[src/pdp8core_config.svh]
// PDP-8/L style core build constants
// word size, core depth, auto-index window and assertion enable

`ifndef PDP8CORE_CONFIG_SVH
`define PDP8CORE_CONFIG_SVH

// machine word and local core size
`define PDP8_WORD_BITS      12
`define PDP8_MEM_WORDS      4096

// a defer through 0010..0017 bumps the pointer
`define PDP8_AUTOINDEX_LO   12'o0010
`define PDP8_AUTOINDEX_HI   12'o0017

`define PDP8_ASSERT_ON      1       // 1 turns on the RTL assertions

`endif

[src/pdp8core_pkg.sv]
// PDP-8/L style core shared types
// machine word, opcode and state encodings, console and status bundles

`default_nettype none

`include "pdp8core_config.svh"

package pdp8core_pkg;

    typedef logic [`PDP8_WORD_BITS-1:0] word_t;

    // instruction class in bits 11..9
    typedef enum logic [2:0] {
        OP_AND, OP_TAD, OP_ISZ, OP_DCA, OP_JMS, OP_JMP, OP_IOT, OP_OPR
    } opcode_e;

    typedef enum logic [2:0] {
        MS_HALT, MS_FETCH, MS_DEFER, MS_EXEC, MS_DEPOSIT, MS_EXAMINE
    } majorState_e;

    typedef enum logic [2:0] {
        TS_IDLE, TS1, TS2, TS3, TS4
    } timeState_e;

    typedef enum logic [2:0] {
        CON_LOAD_ADDR, CON_DEPOSIT, CON_EXAMINE, CON_START, CON_CONT
    } consoleOp_e;

    typedef struct packed {
        consoleOp_e op;
        word_t      data;           // address or deposit word
    } consoleCmd_t;

    typedef struct packed {
        majorState_e majState;
        timeState_e  tState;
    } cycle_t;

    typedef struct packed {
        opcode_e opcode;
        logic    indirect;          // bit 8 of the instruction
        logic    isHalt;            // group 2 with HLT set
        logic    isIot;
    } instrInfo_t;

    typedef struct packed {
        word_t acum;
        logic  link;
        logic  skip;
    } operateResult_t;

    typedef struct packed {
        logic    run;
        word_t   acum;
        logic    link;
        word_t   pc;
        word_t   ma;
        word_t   mb;
        opcode_e ir;
        cycle_t  cycle;
    } procStatus_t;

endpackage

`default_nettype wire

[src/pdp8core_control.sv]
// PDP-8/L style major state and time state sequencer
// picks the next major state in TS3 and serves the console req/ack port while halted

`default_nettype none

`include "pdp8core_config.svh"

module pdp8core_control (
    input  logic                          CLOCK,
    input  logic                          RESET,
    input  logic                          i_consoleReq,
    input  pdp8core_pkg::consoleCmd_t     i_consoleCmd,
    input  pdp8core_pkg::instrInfo_t      i_instr,
    input  pdp8core_pkg::word_t           i_mbuf,
    input  pdp8core_pkg::operateResult_t  i_opResult,
    output logic                          o_consoleAck,
    output logic                          o_consoleStrobe,
    output pdp8core_pkg::cycle_t          o_cycle,
    output logic                          o_run
);
    import pdp8core_pkg::*;

    majorState_e majState;
    majorState_e nextMajor;         // latched in TS3, taken in TS4
    majorState_e decidedMajor;
    timeState_e  tState;
    logic        cmdActive;         // command taken, ack not yet dropped
    logic        haltIdle;

    assign o_cycle  = '{majState: majState, tState: tState};
    assign haltIdle = (majState == MS_HALT) && (tState == TS_IDLE);

    // console is only looked at between cycles while halted
    assign o_consoleStrobe = i_consoleReq && !cmdActive && haltIdle;

    ////////////////////////////////////////
    // next major state
    ////////////////////////////////////////

    always_comb begin
        decidedMajor = MS_HALT;     // deposit and examine fall back to halt
        case (majState)
            MS_FETCH: begin
                if (i_instr.opcode == OP_JMP)
                    decidedMajor = i_mbuf[8] ? MS_DEFER : MS_FETCH;
                else if (i_instr.opcode inside {OP_AND, OP_TAD, OP_ISZ, OP_DCA, OP_JMS})
                    decidedMajor = i_mbuf[8] ? MS_DEFER : MS_EXEC;
                else if (i_instr.isHalt)
                    decidedMajor = MS_HALT;
                else
                    decidedMajor = MS_FETCH;    // opr, iot
            end
            MS_DEFER: decidedMajor = (i_instr.opcode == OP_JMP) ? MS_FETCH : MS_EXEC;
            MS_EXEC:  decidedMajor = MS_FETCH;
            default:  decidedMajor = MS_HALT;
        endcase
    end

    ////////////////////////////////////////
    // time states and handshake
    ////////////////////////////////////////

    always_ff @(posedge CLOCK) begin
        if (RESET) begin
            majState     <= MS_HALT;
            nextMajor    <= MS_HALT;
            tState       <= TS_IDLE;
            cmdActive    <= 1'b0;
            o_consoleAck <= 1'b0;
            o_run        <= 1'b0;
        end else begin
            case (tState)
                TS_IDLE: begin
                    if (majState != MS_HALT) begin
                        tState <= TS1;              // one idle clock between cycles
                    end else if (o_consoleStrobe) begin
                        cmdActive <= 1'b1;
                        case (i_consoleCmd.op)
                            CON_DEPOSIT: begin
                                majState <= MS_DEPOSIT;
                                tState   <= TS1;
                            end
                            CON_EXAMINE: begin
                                majState <= MS_EXAMINE;
                                tState   <= TS1;
                            end
                            CON_START, CON_CONT: begin
                                majState <= MS_FETCH;
                                tState   <= TS1;
                                o_run    <= 1'b1;
                            end
                            default: ;              // load address is register only
                        endcase
                    end
                end
                TS1: tState <= TS2;                 // core read
                TS2: tState <= TS3;                 // MB loaded and modified
                TS3: begin
                    nextMajor <= decidedMajor;      // decided while write-back runs
                    tState    <= TS4;
                end
                TS4: begin
                    majState <= nextMajor;
                    tState   <= TS_IDLE;
                    if (nextMajor == MS_HALT) o_run <= 1'b0;
                end
                default: tState <= TS_IDLE;
            endcase

            // four-phase ack rises once the command has run to halt
            if (o_consoleAck) begin
                if (!i_consoleReq) begin
                    o_consoleAck <= 1'b0;
                    cmdActive    <= 1'b0;
                end
            end else if (cmdActive && haltIdle) begin
                o_consoleAck <= 1'b1;
            end
        end
    end

    if (`PDP8_ASSERT_ON) begin : gAssert
        // ack stays up without req for one clock only
        ackFalls: assert property (@(posedge CLOCK) disable iff (RESET)
            o_consoleAck && !i_consoleReq |=> !o_consoleAck);
        majLegal: assert property (@(posedge CLOCK) disable iff (RESET)
            majState inside {MS_HALT, MS_FETCH, MS_DEFER, MS_EXEC, MS_DEPOSIT, MS_EXAMINE});
    end

endmodule

`default_nettype wire

[config.mk]
export PLATFORM = sky130hd
export DESIGN_NAME = pdp8core_control
export DESIGN_NICKNAME = d
export VERILOG_FILES = /design/src/pdp8core_pkg.sv /design/src/pdp8core_control.sv
export VERILOG_INCLUDE_DIRS = /design/src
export SDC_FILE = /design/constraint.sdc
export NUM_CORES = 1
export LEC_CHECK = 0
export BUFFER_PORTS_ARGS = -buffer_cell sky130_fd_sc_hd__buf_2
export CELL_PAD_IN_SITES_DETAIL_PLACEMENT = 0
export CELL_PAD_IN_SITES_GLOBAL_PLACEMENT = 1
export CORE_ASPECT_RATIO = 0.6
export CORE_MARGIN = 2
export CORE_UTILIZATION = 20
export DETAILED_ROUTE_END_ITERATION = 12
export GPL_ROUTABILITY_DRIVEN = 0
export PLACE_DENSITY_LB_ADDON = 0.1
export SLEW_MARGIN = 10
export SYNTH_ARGS = -nofsm -noshare
export SYNTH_HDL_FRONTEND = slang
export SYNTH_SLANG_ARGS = --single-unit
[constraint.sdc]
create_clock -name CLOCK -period 1.6 [get_ports CLOCK]
set_input_delay 0.08 -clock CLOCK [delete_from_list [all_inputs] [get_ports CLOCK]]
set_output_delay 0.08 -clock CLOCK [all_outputs]
set_load 0.005 [all_outputs]
==> impl_metrics.ini <==
[synth]
syn_nets = 114
synth-seq-area-share_pct = 37.45
synthDistinctLibCells = 34
synth_edf_count = 0
synth-seq-cells = 11
ys.flop_type = dfxtp_1
synthCells = 64
synth_area_um2 = 588.1
syn_avg_cell_area_um2 = 9.189
async_flop_share_pct = 0
synth_top_area_cell = dfxtp_1
yosys_warnings = 0
synth_area_leaders = dfxtp_1 (37%), nand3b_1 (5.1%), mux2i_1 (3.4%)
netlist.area_leader.share_pct = 37.45

[routing]
route.detailed.drc = 0
vias_per_cell = 4.467
drt-pass1-iter-count = 4
postRouteAntennaNets = 0
vias = 603
wl_per_cell_um = 11.47
first_iter_violations = 14
wirelength_mm = 1.548

[floorplanning]
rows = 15
die_h_um = 46
die_w_um = 74.01
core-area_um2 = 2834
initial_core_util_pct = 20.75
die_area_um2 = 3404
ioPinCount = 59

[sta]
finalHoldWorstSlack_ns = 0.1726
finalSetupTns_ns = -0.01424
rsz0062_at_grt = yes
finalCriticalPeriod_ns = 1.614
setup_violations = 1
fin_skew_ns = 0.002724
fin_crit_sh_pct = 100.9
slew_viol_final = 0
max_freq_ghz = 0.6195
final-hold-violation-count = 0
worst_slack_ns = -0.01424
max_slew.worst_pin.slew_ns = 0.3499
slew_headroom_pct = 76.07

[min_path]
hold_class = in -> reg
hp-start = i_consoleReq

[cts]
clock-root-buffer = clkbuf_8
clk_pin_slew_ns = 0.05
clock_path_buffers = 2
cts.sinks = 11
htreeDepth = 1
cts_made_buffers = 3
clk_latency_ns = 0.23
tritoncts = yes

[critical_path]
cpPeakStageDelay_ns = 0.53
crit_top_cell = or4_4
cp.required_ns = 1.75
cp_slowest_cell = or4_4
critPathKind = reg -> reg
crit_chain = or4_4 > or4_4 > o32ai_2
worst_setup_path_start_kind = flop
reg2reg_from = tState[0]$_SDFFE_PP0P_
crit_path_end_kind = flop
worstPathArrival_ns = 1.77
cp-startpoint = tState[0]$_SDFFE_PP0P_
crit_fanout = 3

[place]
port_buffers = 19
dp_hpwl_mm = 1.224

[layout]
drive_gt1_share_pct = 44.09
n_antenna_cell = 0
final_cell_mix = buf_2 (19), dfxtp_1 (9), buf_4 (8)
nNetsFinal = 144
final_common_cell = buf_2
syn_to_final_growth_pct = 45.11

[power_and_ir_drop]
finalPower_mw = 1.152
p_leak_nw = 0.3736
ir_worst_vdd_mv = 0.4793
powerDensity_nw_per_um2 = 1350

[run]
maxCapViolCount = 0

[grt]
track_usage_pct = 10.57
gr-total-overflow = 0
grt_pass1_wl_mm = 2.559
antenna_found_initial = 0
grt_max_degree = 16
grt_pass1_vias = 537

[outcome]
status = finished, violations left
violations = negative setup slack
[power breakdown]
group          switching (mW)  internal (mW)
combinational           0.229          0.275
clock                   0.102          0.175
sequential             0.0343          0.338
[state kept, by name, indices dropped and copies added (netlist names)]
signal	count
o_run	1
tState	3
nextMajor	2
majState	3
o_consoleAck	1
cmdActive	1
[per-stage QoR]
stage / setup WS (ns) / instances / area, um2 / util, %
6_report: -0.01424 / 135 / 853.3 / 30.11
5_1_grt: -0.04370 / 135 / 853.3 / 30.11
4_1_cts: -0.02534 / 135 / 835.8 / 29.49
3_5_place_dp: -0.01470 / 131 / 790.8 / 27.90
3_3_place_gp: 0.001641 / 131 / 790.8 / 27.90
2_1_floorplan: -0.01388 / 64 / 590.6 / -
[cell type report]
| type | count | area [um2] |
|---|---|---|
| repair buffers | 27 | 155.1 |
| multi-input cells | 48 | 366.6 |
| clock buffers | 4 | 45.04 |
| flip-flops and latches | 11 | 222.7 |
| well taps | 42 | 52.55 |
| fillers | 306 | 1981 |
| inverters | 3 | 11.26 |
[cell families after synthesis]
kind of cell           Yosys count  synth area share [%]
AO/OA/AOI/OAI                   19                 23.62
XOR/XNOR                         2                 2.979
buffers and inverters            5                 3.192
flip-flops                      11                 37.45
multiplexers                     2                 3.404
AND/OR/NAND/NOR                 25                 29.36
[routing by layer]
layer  up-vias  share of wire (%)  global-route usage, %
li1        312                  -                      -
met5         -                  0                      0
met3         2                5.2                  5.752
met4         0               0.52                  3.273
met1       280                 55                  15.13
met2         9                 39                  13.04
[cell usage after synthesis (2+ instances only)]
| cell | n |
|---|---|
| mux2i_1 | 2 |
| nor3b_1 | 2 |
| o21ai_0 | 3 |
| nand3b_1 | 4 |
| o22ai_1 | 2 |
| xnor2_1 | 2 |
| dfxtp_1 | 11 |
| inv_1 | 3 |
| nor2_1 | 4 |
| o2111ai_1 | 2 |
| nor2b_1 | 2 |
| a21oi_1 | 2 |
| and3b_1 | 2 |
| a31oi_1 | 2 |
| clkbuf_1 | 2 |
[worst max-delay path, delay by kind of cell (launching register included)]
kind / cells / cell delay (ns)
AO/OA/AOI/OAI: 1 / 0.19
AND/OR/NAND/NOR: 2 / 1.02
flip-flops: 1 / 0.31
[timing repair]
item / 4_1_cts / 5_1_grt
resized for setup: 0 / 3
cloned: 0 / 0
buffers inserted: 0 / 0
endpoints found under the setup margin: 1 / 2
hold buffers: 0 / 0
[worst paths after layout]
check / endpoint / slack [ns] / depth (start not counted)
setup / recovery: majState[0]$_SDFFE_PP0P_ / -0.01 / 3
hold / removal: cmdActive$_SDFF_PP0_ / 0.17 / 3
setup reg to reg: majState[0]$_SDFFE_PP0P_ / -0.01 / 3
hold reg to reg: o_run$_SDFFE_PP0P_ / 0.47 / 2
No activity file was read; power rests on OpenSTA's default activity.
