$ cat src/pdp8core_config.svh
// PDP-8/L style core build constants
// word size, core depth, auto-index window and assertion enable

`ifndef PDP8CORE_CONFIG_SVH
`define PDP8CORE_CONFIG_SVH

// machine word and local core size
`define PDP8_WORD_BITS      12
`define PDP8_MEM_WORDS      4096

// a defer through 0010..0017 bumps the pointer
`define PDP8_AUTOINDEX_LO   12'o0010
`define PDP8_AUTOINDEX_HI   12'o0017

`define PDP8_ASSERT_ON      1       // 1 turns on the RTL assertions

`endif

$ cat src/pdp8core_pkg.sv
// PDP-8/L style core shared types
// machine word, opcode and state encodings, console and status bundles

`default_nettype none

`include "pdp8core_config.svh"

package pdp8core_pkg;

    typedef logic [`PDP8_WORD_BITS-1:0] word_t;

    // instruction class in bits 11..9
    typedef enum logic [2:0] {
        OP_AND, OP_TAD, OP_ISZ, OP_DCA, OP_JMS, OP_JMP, OP_IOT, OP_OPR
    } opcode_e;

    typedef enum logic [2:0] {
        MS_HALT, MS_FETCH, MS_DEFER, MS_EXEC, MS_DEPOSIT, MS_EXAMINE
    } majorState_e;

    typedef enum logic [2:0] {
        TS_IDLE, TS1, TS2, TS3, TS4
    } timeState_e;

    typedef enum logic [2:0] {
        CON_LOAD_ADDR, CON_DEPOSIT, CON_EXAMINE, CON_START, CON_CONT
    } consoleOp_e;

    typedef struct packed {
        consoleOp_e op;
        word_t      data;           // address or deposit word
    } consoleCmd_t;

    typedef struct packed {
        majorState_e majState;
        timeState_e  tState;
    } cycle_t;

    typedef struct packed {
        opcode_e opcode;
        logic    indirect;          // bit 8 of the instruction
        logic    isHalt;            // group 2 with HLT set
        logic    isIot;
    } instrInfo_t;

    typedef struct packed {
        word_t acum;
        logic  link;
        logic  skip;
    } operateResult_t;

    typedef struct packed {
        logic    run;
        word_t   acum;
        logic    link;
        word_t   pc;
        word_t   ma;
        word_t   mb;
        opcode_e ir;
        cycle_t  cycle;
    } procStatus_t;

endpackage

`default_nettype wire

$ cat src/pdp8core_registers.sv
// PDP-8/L style register file: AC, L, PC, MA, MB and IR
// MB is loaded and modified in TS2, AC/L/PC/MA are finished in TS4

`default_nettype none

`include "pdp8core_config.svh"

module pdp8core_registers (
    input  logic                          CLOCK,
    input  logic                          RESET,
    input  pdp8core_pkg::cycle_t          i_cycle,
    input  pdp8core_pkg::consoleCmd_t     i_consoleCmd,
    input  logic                          i_consoleStrobe,
    input  pdp8core_pkg::word_t           i_readData,
    input  pdp8core_pkg::operateResult_t  i_opResult,
    output pdp8core_pkg::instrInfo_t      o_instr,
    output pdp8core_pkg::word_t           o_mbuf,
    output pdp8core_pkg::word_t           o_acum,
    output logic                          o_link,
    output pdp8core_pkg::procStatus_t     o_status
);
    import pdp8core_pkg::*;

    word_t      acum, pc, ma, mb;
    word_t      effAddr;
    logic       link;
    logic       autoIndex;
    instrInfo_t ir;

    function automatic instrInfo_t decodeInstr(input word_t w);
        instrInfo_t info;
        info.opcode   = opcode_e'(w[11:9]);
        info.indirect = w[8];
        info.isHalt   = (w[11:9] == 3'o7) && w[8] && !w[0] && w[1];  // group 2 HLT
        info.isIot    = (w[11:9] == 3'o6);
        return info;
    endfunction

    // page bit picks current page or page zero
    assign effAddr   = {(mb[7] ? ma[11:7] : 5'b0), mb[6:0]};
    assign autoIndex = (ma >= `PDP8_AUTOINDEX_LO) && (ma <= `PDP8_AUTOINDEX_HI);

    assign o_instr  = ir;
    assign o_mbuf   = mb;
    assign o_acum   = acum;
    assign o_link   = link;
    assign o_status = '{run: 1'b0, acum: acum, link: link, pc: pc, ma: ma, mb: mb,
                        ir: ir.opcode, cycle: i_cycle};    // run merged at top

    always_ff @(posedge CLOCK) begin
        if (RESET) begin
            acum <= '0;
            link <= 1'b0;
            pc   <= '0;
            ma   <= '0;
            mb   <= '0;
            ir   <= '0;
        end else if (i_consoleStrobe) begin
            case (i_consoleCmd.op)
                CON_LOAD_ADDR: begin
                    pc <= i_consoleCmd.data;
                    ma <= i_consoleCmd.data;
                end
                CON_DEPOSIT, CON_EXAMINE: begin
                    ma <= pc;
                    pc <= pc + 1'b1;
                end
                CON_START: begin
                    ma   <= pc;
                    acum <= '0;
                    link <= 1'b0;
                end
                default: ma <= pc;              // continue
            endcase
        end else begin
            case (i_cycle.tState)
                TS_IDLE: if (i_cycle.majState == MS_FETCH) ma <= pc;

                TS2: case (i_cycle.majState)
                    MS_FETCH: begin
                        mb <= i_readData;
                        ir <= decodeInstr(i_readData);
                        pc <= pc + 1'b1;
                    end
                    MS_DEFER: mb <= i_readData + (autoIndex ? 12'd1 : 12'd0);
                    MS_EXEC: case (ir.opcode)
                        OP_ISZ:  mb <= i_readData + 1'b1;
                        OP_DCA:  mb <= acum;
                        OP_JMS:  mb <= pc;      // return address
                        default: mb <= i_readData;
                    endcase
                    MS_DEPOSIT: mb <= i_consoleCmd.data;    // host holds data under req
                    default:    mb <= i_readData;
                endcase

                TS4: case (i_cycle.majState)
                    MS_FETCH: if (!ir.isIot) begin          // iot is a bare fetch
                        case (ir.opcode)
                            OP_JMP: begin
                                if (ir.indirect) ma <= effAddr;
                                else pc <= effAddr;
                            end
                            OP_OPR: begin
                                acum <= i_opResult.acum;
                                link <= i_opResult.link;
                                if (i_opResult.skip) pc <= pc + 1'b1;
                            end
                            default: ma <= effAddr;         // and..jms
                        endcase
                    end
                    MS_DEFER: begin
                        if (ir.opcode == OP_JMP) pc <= mb;
                        else ma <= mb;
                    end
                    MS_EXEC: case (ir.opcode)
                        OP_AND, OP_TAD: begin
                            acum <= i_opResult.acum;
                            link <= i_opResult.link;
                        end
                        OP_ISZ: if (i_opResult.skip) pc <= pc + 1'b1;
                        OP_DCA: acum <= '0;
                        OP_JMS: pc <= ma + 1'b1;
                        default: ;
                    endcase
                    default: ;
                endcase

                default: ;
            endcase
        end
    end

    if (`PDP8_ASSERT_ON) begin : gAssert
        // MB only changes on the clock that closes TS2
        mbInTs2: assert property (@(posedge CLOCK) disable iff (RESET)
            !$past(RESET) && (mb != $past(mb)) |-> $past(i_cycle.tState) == TS2);
    end

endmodule

`default_nettype wire

$ cat config.mk
export PLATFORM = sky130hd
export DESIGN_NAME = pdp8core_registers
export DESIGN_NICKNAME = d
export VERILOG_FILES = /design/src/pdp8core_pkg.sv /design/src/pdp8core_registers.sv
export VERILOG_INCLUDE_DIRS = /design/src
export SDC_FILE = /design/constraint.sdc
export NUM_CORES = 1
export LEC_CHECK = 0
export BUFFER_PORTS_ARGS = -buffer_cell sky130_fd_sc_hd__buf_2
export CORE_ASPECT_RATIO = 1.5
export CORE_MARGIN = 2
export CORE_UTILIZATION = 50
export CTS_CLUSTER_DIAMETER = 200
export DETAILED_ROUTE_END_ITERATION = 8
export GPL_TIMING_DRIVEN = 0
export PLACE_DENSITY = 0.78
export RECOVER_POWER = 50
export SYNTH_ARGS = -nofsm -noshare
export SYNTH_HDL_FRONTEND = slang
export SYNTH_SLANG_ARGS = --single-unit
$ cat constraint.sdc
create_clock -name CLOCK -period 3.1 [get_ports CLOCK]
set_input_delay 0.62 -clock CLOCK [delete_from_list [all_inputs] [get_ports CLOCK]]
set_output_delay 0.62 -clock CLOCK [all_outputs]
set_load 0.01 [all_outputs]
==> impl_summary.log <==
INFO  metric worst_hold_path.num_cells = 2
INFO  metric timing.reg2reg.setup_slack = 120 ps
INFO  metric dominantRegCellSynth = dfxtp_1
INFO  metric floorplan.die.height = 127 um
INFO  metric start_util = 51.6%
INFO  metric grt_antenna_before_repair = 0
INFO  metric worst-r2r-cell-count = 11
INFO  metric p_int = 1.26 mW
INFO  metric groute.usage.overall = 39.0%
INFO  metric routed.top_layer = met4
INFO  metric area_growth_syn_to_layout = 18.2%
INFO  metric post_synth.cell_area_avg = 6.93 um^2
INFO  metric crit_arrival = 3140 ps
INFO  metric fill_cells = 987
INFO  metric worstMarginPinSlew = 1240 ps
INFO  metric finalSetupViolations = 0
INFO  metric wl_per_cell = 22.2 um
INFO  metric timing.setup.tns = 0 ps
INFO  metric die_area = roughly 11,000 um^2
INFO  metric drive_above_1_share = 18.6%
INFO  metric holdCritPathClass = flop to flop
INFO  metric critical_path_class = flop to flop
INFO  metric holdPathEnd = o_link$_SDFFE_PP0P_
INFO  metric critical_path.n_buffers_inverters = 1
INFO  metric placer_congestion = 1.03
INFO  metric leakagePower = 2.15 nW
INFO  metric synthCells = 726
INFO  metric peakVddDrop = 210 uV
INFO  metric dr_wl_met3 = approximately 1.9 mm
INFO  metric grt_first_pass_wirelength = 33.1 mm
INFO  metric worstReg2RegEnd = o_mbuf[7]$_SDFFE_PP0P_
INFO  metric p_comb_share = 25.7%
INFO  metric boundaryPins = 140
INFO  metric drc = 0
INFO  metric power_per_cell_area = 322 nW/um^2
INFO  metric met2RoutedLength = approximately 11 mm
INFO  metric finClkSkew = about 11 ps
INFO  metric worst_r2r_startpoint = ma[4]$_SDFFE_PP0P_
INFO  metric clk_latency = about 310 ps
INFO  metric clockBufferDepth = 2
INFO  metric async_reset_ff_share = 0%
INFO  metric drt_iter0_drc = 625
INFO  metric number_of_pins_with_negative_max_slew_slack_in_the_final_report = 0
INFO  metric final_util = 61.0%
INFO  metric worstPathRequired = 3260 ps
INFO  metric cts_buffer_count = 5
INFO  metric clock_tree_from_tritoncts = done
INFO  metric timing.final.hold_violations = 0
INFO  metric holdCritStartpoint = o_link$_SDFFE_PP0P_
INFO  metric clock-root-buffer = clkbuf_16
INFO  metric detail_route.vias_per_cell = 6.55
INFO  metric startpoint_type = flop
INFO  metric outcome = finished clean
INFO  metric critPathCaptureType = flop
INFO  metric vias = 6,427
INFO  metric postLayoutCellArea = 5950 um^2
INFO  metric wl_on_met1 = 7.47 mm
INFO  metric worst_slew_margin_relative_to_its_limit = 16.4%
INFO  metric power.switching = ~0.65 mW
INFO  metric dp_hpwl = between 15 and 20 mm
INFO  metric htreeDepth = 2
INFO  metric floorplan_row_count = 44
INFO  metric cts_num_sinks = 55
INFO  metric seq_power_share = 40.4%
INFO  metric cts_post_setup_buffers_inserted = 0
INFO  metric design_power_total = 1.91 mW
INFO  metric core_area = ~9700 um^2
INFO  metric die_width = 85.9 um
INFO  metric holdBufCountCts = 0
INFO  metric grt_pass1_vias = 6,042
INFO  metric antennaDiodeCount = 0
INFO  metric cts.reportedPaths.clkPinSlew = 80 ps
INFO  metric gr-total-overflow = 0
INFO  metric routed_wirelength = approximately 22 mm
INFO  metric critical_path_peak_fanout = 7
INFO  metric post_synth_edffs = 0
INFO  metric postRouteAntennaNets = 0
INFO  metric cp_slowest_cell = or2_2
INFO  metric critical_path.top_delay_family = simple AND/OR/NAND/NOR gates
INFO  metric maximum_number_of_pins_on_one_net_before_global_route_repair = 16
INFO  metric synthesis.yosys.warnings = 0
INFO  metric timing.hold.ws = 478 ps
INFO  metric clkPwrFrac = 33.9%
INFO  metric path_cells = clkbuf_1, nor4b_2, nand2_1, nor4_4, ha_2, nand3_1, or2_2, nor2_1, mux2_2, a222oi_1, a311oi_1
INFO  metric detail_route.first_pass.iterations = 6
INFO  metric drv_cap = 0
INFO  metric synth.yosys.seq_area_share = 21.9%
INFO  metric achievable-frequency = between 300 and 400 MHz
INFO  metric synthesis.area = roughly 5000 um^2
INFO  metric nets = 921
INFO  metric switching_share = approximately a third
INFO  metric synthesis.nets = 782
INFO  metric placed_area = ~5800 um^2
INFO  metric finalCriticalPeriod = 2980 ps
INFO  metric numPortBuffers = approximately 130
INFO  metric yosys_register_bits = 55
INFO  metric slowest_delay = 360 ps
INFO  metric period_share = between 90% and 100%
INFO  metric yosys.cell_types.count = 70
power groups by stage:
stage	sequential [mW]	combinational, mW	clock (mW)
floorplan	0.789	0.285	0
global placement	0.784	0.473	0
detailed placement	0.786	0.479	0
CTS	0.770	0.481	0.633
global route	0.777	0.524	0.661
finish	0.773	0.492	0.649
area by class of cell:
cell class              count  area, um^2  area share (%)
plain buffers              96         526            8.83
repair buffers            132         592            9.95
well taps                 115         144            2.42
flip-flops and latches     55        1100            18.5
multi-input cells         564        3390            57.0
clock buffers               8         156            2.63
inverters                  11        41.3           0.694
worst max-delay path by stage:
stage	startpoint	end	cells after the start	slack, ps
finish	ma[4]$_SDFFE_PP0P_	o_mbuf[7]$_SDFFE_PP0P_	11	120
global placement	ma[4]$_SDFFE_PP0P_	o_mbuf[7]$_SDFFE_PP0P_	11	-100
global route	ma[4]$_SDFFE_PP0P_	o_mbuf[7]$_SDFFE_PP0P_	11	-20
CTS	ma[4]$_SDFFE_PP0P_	o_mbuf[7]$_SDFFE_PP0P_	11	60
detailed placement	ma[4]$_SDFFE_PP0P_	o_mbuf[7]$_SDFFE_PP0P_	11	-90
floorplan	ma[4]$_SDFFE_PP0P_	o_mbuf[7]$_SDFFE_PP0P_	11	560
Yosys cell counts, types with 5 or more instances:
| master | instances | area [um^2] |
|---|---|---|
| buf_2 | 18 | 90.1 |
| clkbuf_1 | 39 | 146 |
| a21boi_0 | 7 | 52.6 |
| nand2_1 | 83 | 312 |
| a221oi_1 | 10 | 87.6 |
| a22oi_1 | 12 | 90.1 |
| ha_1 | 6 | 75.1 |
| nor2b_1 | 7 | 43.8 |
| inv_1 | 11 | 41.3 |
| a211oi_1 | 13 | 97.6 |
| buf_4 | 36 | 270 |
| a31oi_1 | 6 | 37.5 |
| o21ai_0 | 36 | 180 |
| nand2b_1 | 9 | 56.3 |
| nand4_1 | 9 | 56.3 |
| or3_1 | 15 | 93.8 |
| xor2_1 | 12 | 105 |
| nor3_1 | 26 | 130 |
| dfxtp_1 | 55 | 1100 |
| o22ai_1 | 15 | 93.8 |
| nor2_1 | 64 | 240 |
| nand3b_1 | 6 | 45.0 |
| nor4_1 | 8 | 50.1 |
| a21oi_1 | 74 | 370 |
| xnor2_1 | 18 | 158 |
| a311oi_1 | 8 | 70.1 |
| nand3_1 | 37 | 185 |
| or2_2 | 5 | 31.3 |
worst min-delay path, cell delays in order, from the launching register on:
cell and delay [ps]:
dfxtp_1 320, nand2_1 60, a21oi_1 50
timing repair:
item / in CTS / in global routing
gates resized for setup: 1 / 3
endpoints found under the setup margin: 1 / 4
pin swaps: 0 / 1
layout by cell type, fill, tap and decap left out, types with 4 or more instances in the layout:
master     instances
or2_2              5
clkbuf_4          17
a211oi_1          13
inv_1             11
clkbuf_16          5
buf_4             19
a222oi_1           4
xor2_1            12
nor4_1             7
xnor2_1           18
buf_2             95
and3_1             4
mux2i_1            4
a221oi_1          10
clkbuf_1          95
nand4_1            9
nand3_1           37
nor3_1            26
nor2_1            64
a21boi_0           7
or3_1             15
nand2b_1           9
o221ai_1           4
a21oi_1           74
a311oi_1           8
nand2_1           83
ha_1               5
o22ai_1           15
a22oi_1           12
nor2b_1            7
dfxtp_1           55
o21ai_0           36
a31oi_1            6
nand3b_1           6
per-stage QoR:
| stage | instances | worst slack [ps] |
|---|---|---|
| after floorplan | 726 | 556 |
| after global placement | 973 | -101 |
| after detailed placement | 973 | -92.8 |
| after CTS | 981 | 57.3 |
| after global routing | 981 | -17.5 |
| final | 981 | 119 |
per-layer routing:
metal | global-route usage, % | vias up
li1 | - | 2923
met1 | 42.9 | 2909
met2 | 66.8 | 476
met3 | 5.79 | 119
met4 | 28.4 | 0
met5 | 0 | -
flip-flops by register name, indices dropped and copies added (netlist names):
signal / cells
ma: 12
o_acum: 12
o_mbuf: 12
pc: 12
o_instr: 6
o_link: 1
kinds of logic (layout without fill, tap and decap cells):
kind of cell	after synthesis	count (layout)	share of synthesized area (%)
AOI/OAI and AO/OA	228	228	29.9
xor gates and xnor gates	30	30	5.22
adders and majority gates	6	6	1.49
buffers and inverters	107	247	11.3
DFF	55	55	21.9
muxes	7	7	1.47
other	1	1	0.0745
and+or+nand+nor	292	292	28.7
Note: power is estimated with default switching activity, not from simulation.
