$ cat src/pdp8core_config.svh
// PDP-8/L style core build constants
// word size, core depth, auto-index window and assertion enable

`ifndef PDP8CORE_CONFIG_SVH
`define PDP8CORE_CONFIG_SVH

// machine word and local core size
`define PDP8_WORD_BITS      12
`define PDP8_MEM_WORDS      4096

// a defer through 0010..0017 bumps the pointer
`define PDP8_AUTOINDEX_LO   12'o0010
`define PDP8_AUTOINDEX_HI   12'o0017

`define PDP8_ASSERT_ON      1       // 1 turns on the RTL assertions

`endif

$ cat src/pdp8core_pkg.sv
// PDP-8/L style core shared types
// machine word, opcode and state encodings, console and status bundles

`default_nettype none

`include "pdp8core_config.svh"

package pdp8core_pkg;

    typedef logic [`PDP8_WORD_BITS-1:0] word_t;

    // instruction class in bits 11..9
    typedef enum logic [2:0] {
        OP_AND, OP_TAD, OP_ISZ, OP_DCA, OP_JMS, OP_JMP, OP_IOT, OP_OPR
    } opcode_e;

    typedef enum logic [2:0] {
        MS_HALT, MS_FETCH, MS_DEFER, MS_EXEC, MS_DEPOSIT, MS_EXAMINE
    } majorState_e;

    typedef enum logic [2:0] {
        TS_IDLE, TS1, TS2, TS3, TS4
    } timeState_e;

    typedef enum logic [2:0] {
        CON_LOAD_ADDR, CON_DEPOSIT, CON_EXAMINE, CON_START, CON_CONT
    } consoleOp_e;

    typedef struct packed {
        consoleOp_e op;
        word_t      data;           // address or deposit word
    } consoleCmd_t;

    typedef struct packed {
        majorState_e majState;
        timeState_e  tState;
    } cycle_t;

    typedef struct packed {
        opcode_e opcode;
        logic    indirect;          // bit 8 of the instruction
        logic    isHalt;            // group 2 with HLT set
        logic    isIot;
    } instrInfo_t;

    typedef struct packed {
        word_t acum;
        logic  link;
        logic  skip;
    } operateResult_t;

    typedef struct packed {
        logic    run;
        word_t   acum;
        logic    link;
        word_t   pc;
        word_t   ma;
        word_t   mb;
        opcode_e ir;
        cycle_t  cycle;
    } procStatus_t;

endpackage

`default_nettype wire

$ cat src/pdp8core_operate.sv
// PDP-8/L style operate unit
// group 1 and group 2 results, TAD adder, AND mask and the ISZ skip

`default_nettype none

module pdp8core_operate (
    input  pdp8core_pkg::word_t           i_mbuf,
    input  pdp8core_pkg::word_t           i_acum,
    input  logic                          i_link,
    input  pdp8core_pkg::opcode_e         i_opcode,
    output pdp8core_pkg::operateResult_t  o_result
);
    import pdp8core_pkg::*;

    word_t g1Acum, g1AcumRaw, g2Acum, tadAcum;
    logic  g1Link, g1LinkRaw, g2Skip, tadLink;

    assign {tadLink, tadAcum} = {i_link, i_acum} + {1'b0, i_mbuf};   // carry flips link

    always_comb begin
        // cla/cll first, then cma/cml, then iac
        {g1LinkRaw, g1AcumRaw} = {(i_mbuf[6] ? 1'b0 : i_link) ^ i_mbuf[4],
                                  (i_mbuf[7] ? 12'o0000 : i_acum) ^ {12{i_mbuf[5]}}}
                                 + {12'b0, i_mbuf[0]};
        case (i_mbuf[3:1])
            3'd1:    {g1Link, g1Acum} = {g1LinkRaw, g1AcumRaw[5:0], g1AcumRaw[11:6]};  // bsw
            3'd2:    {g1Link, g1Acum} = {g1AcumRaw, g1LinkRaw};                        // ral
            3'd3:    {g1Link, g1Acum} = {g1AcumRaw[10:0], g1LinkRaw, g1AcumRaw[11]};   // rtl
            3'd4:    {g1Link, g1Acum} = {g1AcumRaw[0], g1LinkRaw, g1AcumRaw[11:1]};    // rar
            3'd5:    {g1Link, g1Acum} = {g1AcumRaw[1:0], g1LinkRaw, g1AcumRaw[11:2]};  // rtr
            default: {g1Link, g1Acum} = {g1LinkRaw, g1AcumRaw};                        // no rotate
        endcase
    end

    // sma / sza / snl, bit 3 reverses the sense
    assign g2Skip = ((i_mbuf[6] & i_acum[11]) |
                     (i_mbuf[5] & (i_acum == '0)) |
                     (i_mbuf[4] & i_link)) ^ i_mbuf[3];
    assign g2Acum = i_mbuf[7] ? '0 : i_acum;

    always_comb begin
        o_result = '{acum: i_acum, link: i_link, skip: 1'b0};
        case (i_opcode)
            OP_AND: o_result.acum = i_acum & i_mbuf;
            OP_TAD: begin
                o_result.acum = tadAcum;
                o_result.link = tadLink;
            end
            OP_ISZ: o_result.skip = (i_mbuf == '0);     // MB already incremented
            OP_OPR: begin
                if (!i_mbuf[8]) begin
                    o_result.acum = g1Acum;
                    o_result.link = g1Link;
                end else if (!i_mbuf[0]) begin          // group 3 left alone
                    o_result.acum = g2Acum;
                    o_result.skip = g2Skip;
                end
            end
            default: ;
        endcase
    end

endmodule

`default_nettype wire

$ cat config.mk
export PLATFORM = sky130hd
export DESIGN_NAME = pdp8core_operate
export DESIGN_NICKNAME = d
export VERILOG_FILES = /design/src/pdp8core_pkg.sv /design/src/pdp8core_operate.sv
export VERILOG_INCLUDE_DIRS = /design/src
export SDC_FILE = /design/constraint.sdc
export NUM_CORES = 1
export LEC_CHECK = 0
export ABC_AREA = 1
export BUFFER_PORTS_ARGS = -buffer_cell sky130_fd_sc_hd__buf_4
export CORE_MARGIN = 2
export CORE_UTILIZATION = 45
export DETAILED_ROUTE_END_ITERATION = 8
export PLACE_DENSITY_LB_ADDON = 0.08
export SETUP_SLACK_MARGIN = 0.02
export SLEW_MARGIN = 10
export SYNTH_ARGS = -nofsm -noshare
export SYNTH_HDL_FRONTEND = slang
export SYNTH_SLANG_ARGS = --single-unit
$ cat constraint.sdc
create_clock -name vclk -period 5.5
set_input_delay 0.825 -clock vclk [all_inputs]
set_output_delay 0.825 -clock vclk [all_outputs]
set_load 0.01 [all_outputs]
==> summary.txt, run 1 <==
Synth
  – Largest area contributor in the netlist: nand2_1
  – Most frequent cells after synthesis: nand2_1, inv_1, nand3_1, nor2_1, o21ai_0
  – Synth warnings: 0
  – Share of the synthesized area in the top cell type: 23.2%
  – Synth top area cells: nand2_1, nand3_1, inv_1
  – Net count after synthesis: 540
  – Sequential-to-total area share from yosys stat: 0%
  – Syn Area/Cell: 5.12 um^2
  – Post-synth design cell area: 2540 um^2
  – Most common cell in the netlist: nand2_1
  – Library cells used by synthesis: 42
  – Post-Synthesis Cells: 495

Global route
  – Largest net degree at the start of global routing: 25
  – First-pass GRT wire length: 14800 um
  – Antenna violations before repair: 0
  – Vias in the first global route: 3155
  – Overall Global Routing Usage: 29.2%
  – Global route overflow: 0

Detailed routing
  – Starting DRT DRC Count: 265
  – Drt wl/cell: 15.2 um
  – DRC violation count after routing: 0
  – Drt pass-1 iters: 8
  – Final ANT Viol Nets: 0
  – Vias per cell: 5.67
  – Final wirelength: 9110 um
  – Via count: 3408

Cells and area
  – FF/Latch Area: 0 um^2
  – Area of the multi-input gates: 2200 um^2
  – FF+latch count: 0
  – Fin nets: 576
  – Layout cells sized above 1: 15.1%
  – Clock buf count: 0
  – Area delta synth->final: 14.2%
  – Filler Cells Inserted: 590
  – Diodes inserted: 0

STA
  – Max Clock Freq: 241 MHz
  – Endpoints failing hold: 0
  – Worst Tran Pin Value: 0.714 ns
  – Finish-stage setup viols: 0
  – Period minus WS final: 4.15 ns
  – Post-Route Setup TNS: 0 ns
  – Rel. slew slack: 52.1%
  – Final worst slack: 1.35 ns
  – Count of final max-slew check failures: 0
  – Final period utilization: 75.5%
  – RSZ-0062 raised after global routing: false

Worst setup path
  – Kind of start point of the critical path: input port
  – CP Class: in2out
  – Slowest stage cell, crit path: or2_4
  – Critical path cell sequence: buf_4 -> inv_2 -> nand2_1 -> xor2_1 -> ha_1 -> ha_1 -> nand3_4 -> nor2_8 -> nand4_4 -> or2_4 -> nand2_2 -> inv_2 -> nand2_1 -> nand3_1 -> nand2_1 -> nand4_1 -> buf_4
  – CP Capture Type: primary output
  – Most frequent CP cell: nand2_1
  – Slowest stage delay, CP: 0.29 ns
  – WP data required: 4.68 ns
  – CP arrival: 3.33 ns
  – CP max FO: 24

Floorplan
  – IO Count: 42
  – Die height: 79.1 um
  – Starting Density: 46.3%
  – Core box area: 5470 um^2
  – Die width: 79.1 um
  – DIE AREA: 6250 um^2
  – Site Rows: 27

Place
  – Post-Place Worst Slack: 1.39 ns
  – Post-DP HPWL: 7310 um
  – GPL Wtd Cong: 1.03
  – IO buf count: 42

Flow run
  – Max-cap violations: 0

Pwr
  – Cell area power density: 96.9 nW/um^2
  – Pleak: 1.50 nW
  – Peak supply drop: 49.3 uV

Clock network
  – Postcts setup bufs: 0
  – Resize count post-CTS: 0
  – Hold Buf Count CTS: 0

Min path
  – Worst Hold Class: in2out

Status
  – Status: completed
layer usage:
| layer | track usage, % | up-vias | wire (um) |
|---|---|---|---|
| met1 | 38.1 | 1499 | 3910 |
| met3 | 1.59 | 33 | 598 |
| met5 | 0 | - | 0 |
| met4 | 9.66 | 0 | 305 |
| met2 | 50.9 | 167 | 4300 |
| li1 | - | 1709 | - |
critical path: cells and delay by family:
kind | cells | cell delay [ns]
simple gates | 10 | 1.32
buf+inv | 4 | 0.60
fa+ha+maj | 2 | 0.42
xor+xnor | 1 | 0.16
layout by cell type (no fill, tap or decap), drive strengths merged:
| cell type | Yosys | final |
|---|---|---|
| o21bai | 5 | 5 |
| a21boi | 1 | 1 |
| fa | 1 | 1 |
| buf | 4 | 44 |
| nand4 | 15 | 15 |
| o41ai | 1 | 1 |
| nand2 | 171 | 171 |
| a21oi | 22 | 22 |
| clkinv | 3 | 3 |
| or4 | 1 | 1 |
| o22ai | 8 | 8 |
| nor3 | 12 | 12 |
| nor2 | 43 | 43 |
| o2111ai | 2 | 2 |
| inv | 70 | 70 |
| a31oi | 5 | 5 |
| xor2 | 3 | 3 |
| and2 | 1 | 1 |
| a21o | 1 | 1 |
| nand3b | 6 | 6 |
| o21ai | 31 | 31 |
| nand3 | 58 | 58 |
| ha | 16 | 16 |
| nor4 | 5 | 5 |
| or2 | 2 | 2 |
| o211ai | 2 | 2 |
report_power, final:
part / internal (W) / switching, W / total, W
combinational: 0.0000984 / 0.000182 / 0.000281
clock: 0 / 0 / 0
sequential: 0 / 0 / 0
total: 0.0000984 / 0.000182 / 0.000281
final timing paths:
path	startpoint	endpoint	cells after the start
max	i_mbuf[7]	o_result[6]	17
min	i_opcode[2]	o_result[0]	3
layout make-up:
| cell class | count | share of cell area (%) |
|---|---|---|
| Inverter | 73 | 9.46 |
| Tap cell | 72 | 3.11 |
| Timing Repair Buffer | 44 | 11.4 |
| Multi-Input combinational cell | 412 | 76.0 |
stage by stage:
stage               instance area, um^2  std cells  hold slack, ns  util, %  power [W]
global placement                   2900        601            1.95     52.9   0.000274
global route                       2900        601            1.98     52.9   0.000311
finish                             2900        601            1.94     52.9   0.000281
detailed placement                 2900        601            1.94     52.9   0.000274
CTS                                2900        601            1.94     52.9   0.000275
floorplan                          2540        495            1.75        -   0.000182
logic make-up after synthesis:
logic type                 after synthesis  synth area share, %
AOI/OAI and AO/OA                       78                 17.5
xor gates and xnor gates                 3                 1.04
adders and majority gates               17                 8.68
buffers and inverters                   83                 13.2
and+or+nand+nor                        314                 59.6
Power figures use the tool's default switching activity.
==> run 2, diff against run 1 <==
- clock period: 5.5 -> 3.51 ns (I/O delays scaled with it)
==> summary.txt, run 2 (synthesized netlist as in run 1, its figures left out) <==
Cells and area
  – Layout cells sized above 1: 17.7%
  – FF+latch count: 0
  – Clock buf count: 0
  – Most frequent cells in the layout: nand2_1, inv_1, buf_4, nand3_1, nor2_1
  – Diodes inserted: 0
  – Design area: 3000 um^2
  – Fin nets: 588
  – FF/Latch Area: 0 um^2
  – Area delta synth->final: 18.2%
  – Most common cell after layout, fill and taps aside: nand2_1

Detailed routing
  – Starting DRT DRC Count: 215
  – Final wirelength: 9520 um
  – DRC violation count after routing: 0
  – Vias per cell: 5.64
  – Drt pass-1 iters: 5
  – Final ANT Viol Nets: 0
  – Via count: 3455
  – Drt wl/cell: 15.5 um

Global route
  – Largest net degree at the start of global routing: 21
  – Vias in the first global route: 3248
  – Global route overflow: 0
  – Antenna violations before repair: 0
  – First-pass GRT wire length: 15600 um
  – Overall Global Routing Usage: 30.8%

Worst setup path
  – Slowest stage cell, crit path: o21bai_1
  – Crit. Startpoint: i_mbuf[7]
  – CP Class: in2out
  – Critical path cell sequence: buf_4 -> inv_2 -> nand2_1 -> xor2_1 -> ha_2 -> ha_2 -> nand3_4 -> o21ai_1 -> nand2_1 -> o22ai_1 -> nor3_1 -> o21bai_1 -> buf_4 -> nand2_1 -> nand4_1 -> buf_4
  – CP arrival: 2.75 ns
  – CP Capture Point: o_result[4]
  – CP max FO: 5
  – Slowest stage delay, CP: 0.23 ns
  – CP Capture Type: primary output
  – Kind of start point of the critical path: input port
  – WP data required: 2.98 ns

Clock network
  – Postcts setup bufs: 0
  – Hold Buf Count CTS: 0

Pwr
  – Sw Ratio: 63.5%
  – Cell area power density: 153 nW/um^2
  – Internal power: 0.000167 W
  – Pleak: 1.55 nW
  – Sequential power share: 0%
  – Clock power share: 0%
  – Logic pwr share: 100.0%
  – P_sw: 0.000291 W
  – Peak supply drop: 89.3 uV

Flow run
  – Max-cap violations: 0

STA
  – Endpoints failing hold: 0
  – Finish-stage setup viols: 0
  – Post-Route Setup TNS: 0 ns
  – Max Clock Freq: 305 MHz
  – Final period utilization: 93.3%
  – RSZ-0062 raised after global routing: false
  – Period minus WS final: 3.27 ns
  – Count of final max-slew check failures: 0
  – Rel. slew slack: 63.6%
  – Worst Tran Pin Value: 0.545 ns

Floorplan
  – Site Rows: 27
  – Die height: 79.1 um
  – Core box area: 5470 um^2
  – IO Count: 42
  – Starting Density: 46.3%
  – Die width: 79.1 um
  – DIE AREA: 6250 um^2

Min path
  – Worst Hold Class: in2out
  – Hold Path Depth: 3

Place
  – Post-DP HPWL: 7770 um
  – DP Area: 2990 um^2
  – IO buf count: 42
  – GPL Wtd Cong: 1.09

Status
  – Status: completed
==> run 2: cell types whose count changed in the layout (fill, tap and decap cells not counted), sizes merged <==
cell,change
buf,+12
==> run 2: cell type report <==
type | count | area, um^2
well taps | 72 | 90.1
multi-input cells | 412 | 2210
repair buffers | 56 | 420
inverters | 73 | 274
fillers | 631 | 2480
==> run 2: layer usage <==
metal  track usage (%)  part of all wire (%)  vias to the layer above
met5                 0                     0                        -
met4              6.38                   1.9                        0
met3              1.25                   6.2                       18
met2              56.9                    48                      139
met1              39.5                    44                     1553
li1                  -                     -                     1745
==> run 2: power by group through the flow <==
stage | clock, W | combinational, W | sequential (W)
after floorplan | 0 | 0.000285 | 0
after global placement | 0 | 0.000449 | 0
after detailed placement | 0 | 0.000447 | 0
after CTS | 0 | 0.000449 | 0
after global routing | 0 | 0.000509 | 0
final | 0 | 0.000459 | 0
==> run 2: metrics by stage <==
step	hold WS, ns	instances	setup slack [ns]	utilization (%)	total power, W
floorplan	1.15	495	0.573	-	0.000285
global placement	1.35	613	0.163	54.6	0.000449
detailed placement	1.36	613	0.118	54.6	0.000447
CTS	1.36	613	0.115	54.6	0.000449
global route	1.38	613	0.0267	54.8	0.000509
finish	1.36	613	0.236	54.8	0.000459
==> run 2: how the worst min path moves through the flow <==
stage | end | slack (ns) | start
floorplan | o_result[0] | 1.15 | i_opcode[2]
global placement | o_result[0] | 1.35 | i_opcode[2]
detailed placement | o_result[0] | 1.36 | i_opcode[2]
CTS | o_result[0] | 1.36 | i_opcode[2]
global route | o_result[0] | 1.38 | i_opcode[2]
finish | o_result[0] | 1.36 | i_opcode[2]
==> run 2: what timing repair did <==
| action | CTS | global route |
|---|---|---|
| resized for setup | 0 | 5 |
| endpoints found under the hold margin | 0 | 0 |
| setup endpoints to repair | 0 | 2 |
==> run 2: worst max-delay path, delay by kind of cell <==
kind	cells	cell delay, ns
compound gates	3	0.61
simple gates	6	0.54
buf+inv	4	0.49
fa+ha+maj	2	0.43
xor+xnor	1	0.13
==> run 3, diff against run 2 <==
- CORE_UTILIZATION: 45 -> 35
==> summary.txt, run 3 (synthesized netlist as in run 1, its figures left out) <==
STA
  – Worst Tran Pin Value: 0.476 ns
  – Max Clock Freq: 306 MHz
  – Period minus WS final: 3.27 ns
  – Final period utilization: 93.2%
  – Endpoints failing hold: 0
  – Finish-stage setup viols: 0
  – Rel. slew slack: 68.2%
  – RSZ-0062 raised after global routing: true
  – Count of final max-slew check failures: 0
  – Final worst slack: 0.240 ns
  – Post-Route Setup TNS: 0 ns

Min path
  – Worst Hold Class: in2out
  – Hold Path Depth: 3

Pwr
  – Pwr Total: 0.000460 W
  – Pleak: 1.56 nW
  – Cell area power density: 152 nW/um^2
  – Peak supply drop: 56.4 uV

Floorplan
  – Die height: 89.1 um
  – IO Count: 42
  – Site Rows: 31
  – Starting Density: 35.5%
  – DIE AREA: 7940 um^2
  – Core box area: 7140 um^2
  – Die width: 89.1 um

Global route
  – Largest net degree at the start of global routing: 17
  – Busiest grt layer: met2
  – Global route overflow: 0
  – Grt met1 use: 35.8%
  – First-pass GRT wire length: 16000 um
  – Antenna violations before repair: 0
  – Overall Global Routing Usage: 25.5%
  – Grt met3 use: 0.923%
  – Met2 Use GR: 44.7%
  – Vias in the first global route: 3044

Cells and area
  – Finished Layout Cells: 642
  – Clock buf count: 0
  – Most frequent cells in the layout: nand2_1, inv_1, buf_4, nand3_1, nor2_1
  – Area delta synth->final: 19.8%
  – FF/Latch Area: 0 um^2
  – Diodes inserted: 0
  – FF+latch count: 0
  – Fin nets: 590
  – Layout cells sized above 1: 17.5%
  – Filler Cells Inserted: 835
  – Most common cell after layout, fill and taps aside: nand2_1

Place
  – Post-DP HPWL: 8360 um
  – GPL Wtd Cong: 0.992
  – Placed Cells incl. Taps: 641
  – IO buf count: 42
  – Post-Place Worst Slack: 0.130 ns

Worst setup path
  – CP arrival: 2.74 ns
  – CP max FO: 5
  – CP Capture Type: primary output
  – Most frequent CP cell: nand2_1
  – Slowest stage delay, CP: 0.40 ns
  – Critical path cell sequence: buf_4 -> ha_1 -> fa_1 -> nand2_1 -> inv_1 -> o21ai_1 -> nand2_1 -> nand2_1 -> nand2_1 -> a21oi_1 -> or2_2 -> nand3_1 -> nand3_1 -> inv_1 -> a21oi_1 -> buf_4
  – Slowest stage cell, crit path: fa_1
  – CP Class: in2out
  – WP data required: 2.98 ns
  – Kind of start point of the critical path: input port

Detailed routing
  – Drt wl/cell: 15.5 um
  – Final ANT Viol Nets: 0
  – DRC violation count after routing: 0
  – Via count: 3460
  – Vias per cell: 5.39
  – Final wirelength: 9970 um
  – Drt pass-1 iters: 5
  – Starting DRT DRC Count: 223

Status
  – Status: completed

Clock network
  – Hold Buf Count CTS: 0

Flow run
  – Max-cap violations: 0
==> run 3: layout make-up <==
class | count | area [um^2] | area share [%]
Multi-Input combinational cell | 412 | 2200 | 72.6
Inverter | 73 | 274 | 9.02
Timing Repair Buffer | 58 | 435 | 14.3
Tap cell | 99 | 124 | 4.08
==> run 3: what timing repair did <==
| action | 4_1_cts | 5_1_grt |
|---|---|---|
| resized for setup | 0 | 2 |
| endpoints found under the hold margin | 0 | 0 |
| buffers inserted | 0 | 1 |
| setup endpoints to repair | 0 | 4 |
==> run 3: per-stage QoR <==
stage / area (um^2) / hold WS [ns] / util, %
6_report: 3040 / 1.34 / 42.6
5_1_grt: 3040 / 1.36 / 42.6
4_1_cts: 3030 / 1.35 / 42.4
3_5_place_dp: 3030 / 1.35 / 42.4
3_3_place_gp: 3030 / 1.35 / 42.4
2_1_floorplan: 2540 / 1.15 / -
==> run 3: metal layers <==
layer  vias to the layer above  part of all wire, %
li1                       1736                    -
met1                      1572                   45
met2                       136                   48
met3                        16                  5.3
met4                         0                  1.4
met5                         -                    0
==> run 3: worst paths after layout <==
path | start | end | slack (ns)
max | i_mbuf[0] | o_result[12] | 0.24
min | i_opcode[2] | o_result[0] | 1.34
==> run 3: power breakdown <==
part / switching (W) / internal, W
sequential: 0 / 0
combinational: 0.000295 / 0.000166
clock: 0 / 0
==> run 3: worst max-delay path: cells and delay by family <==
family | cells | cell delay, ns
adders and majority gates | 2 | 0.68
and+or+nand+nor | 7 | 0.65
AOI/OAI and AO/OA | 3 | 0.51
buffers and inverters | 4 | 0.36
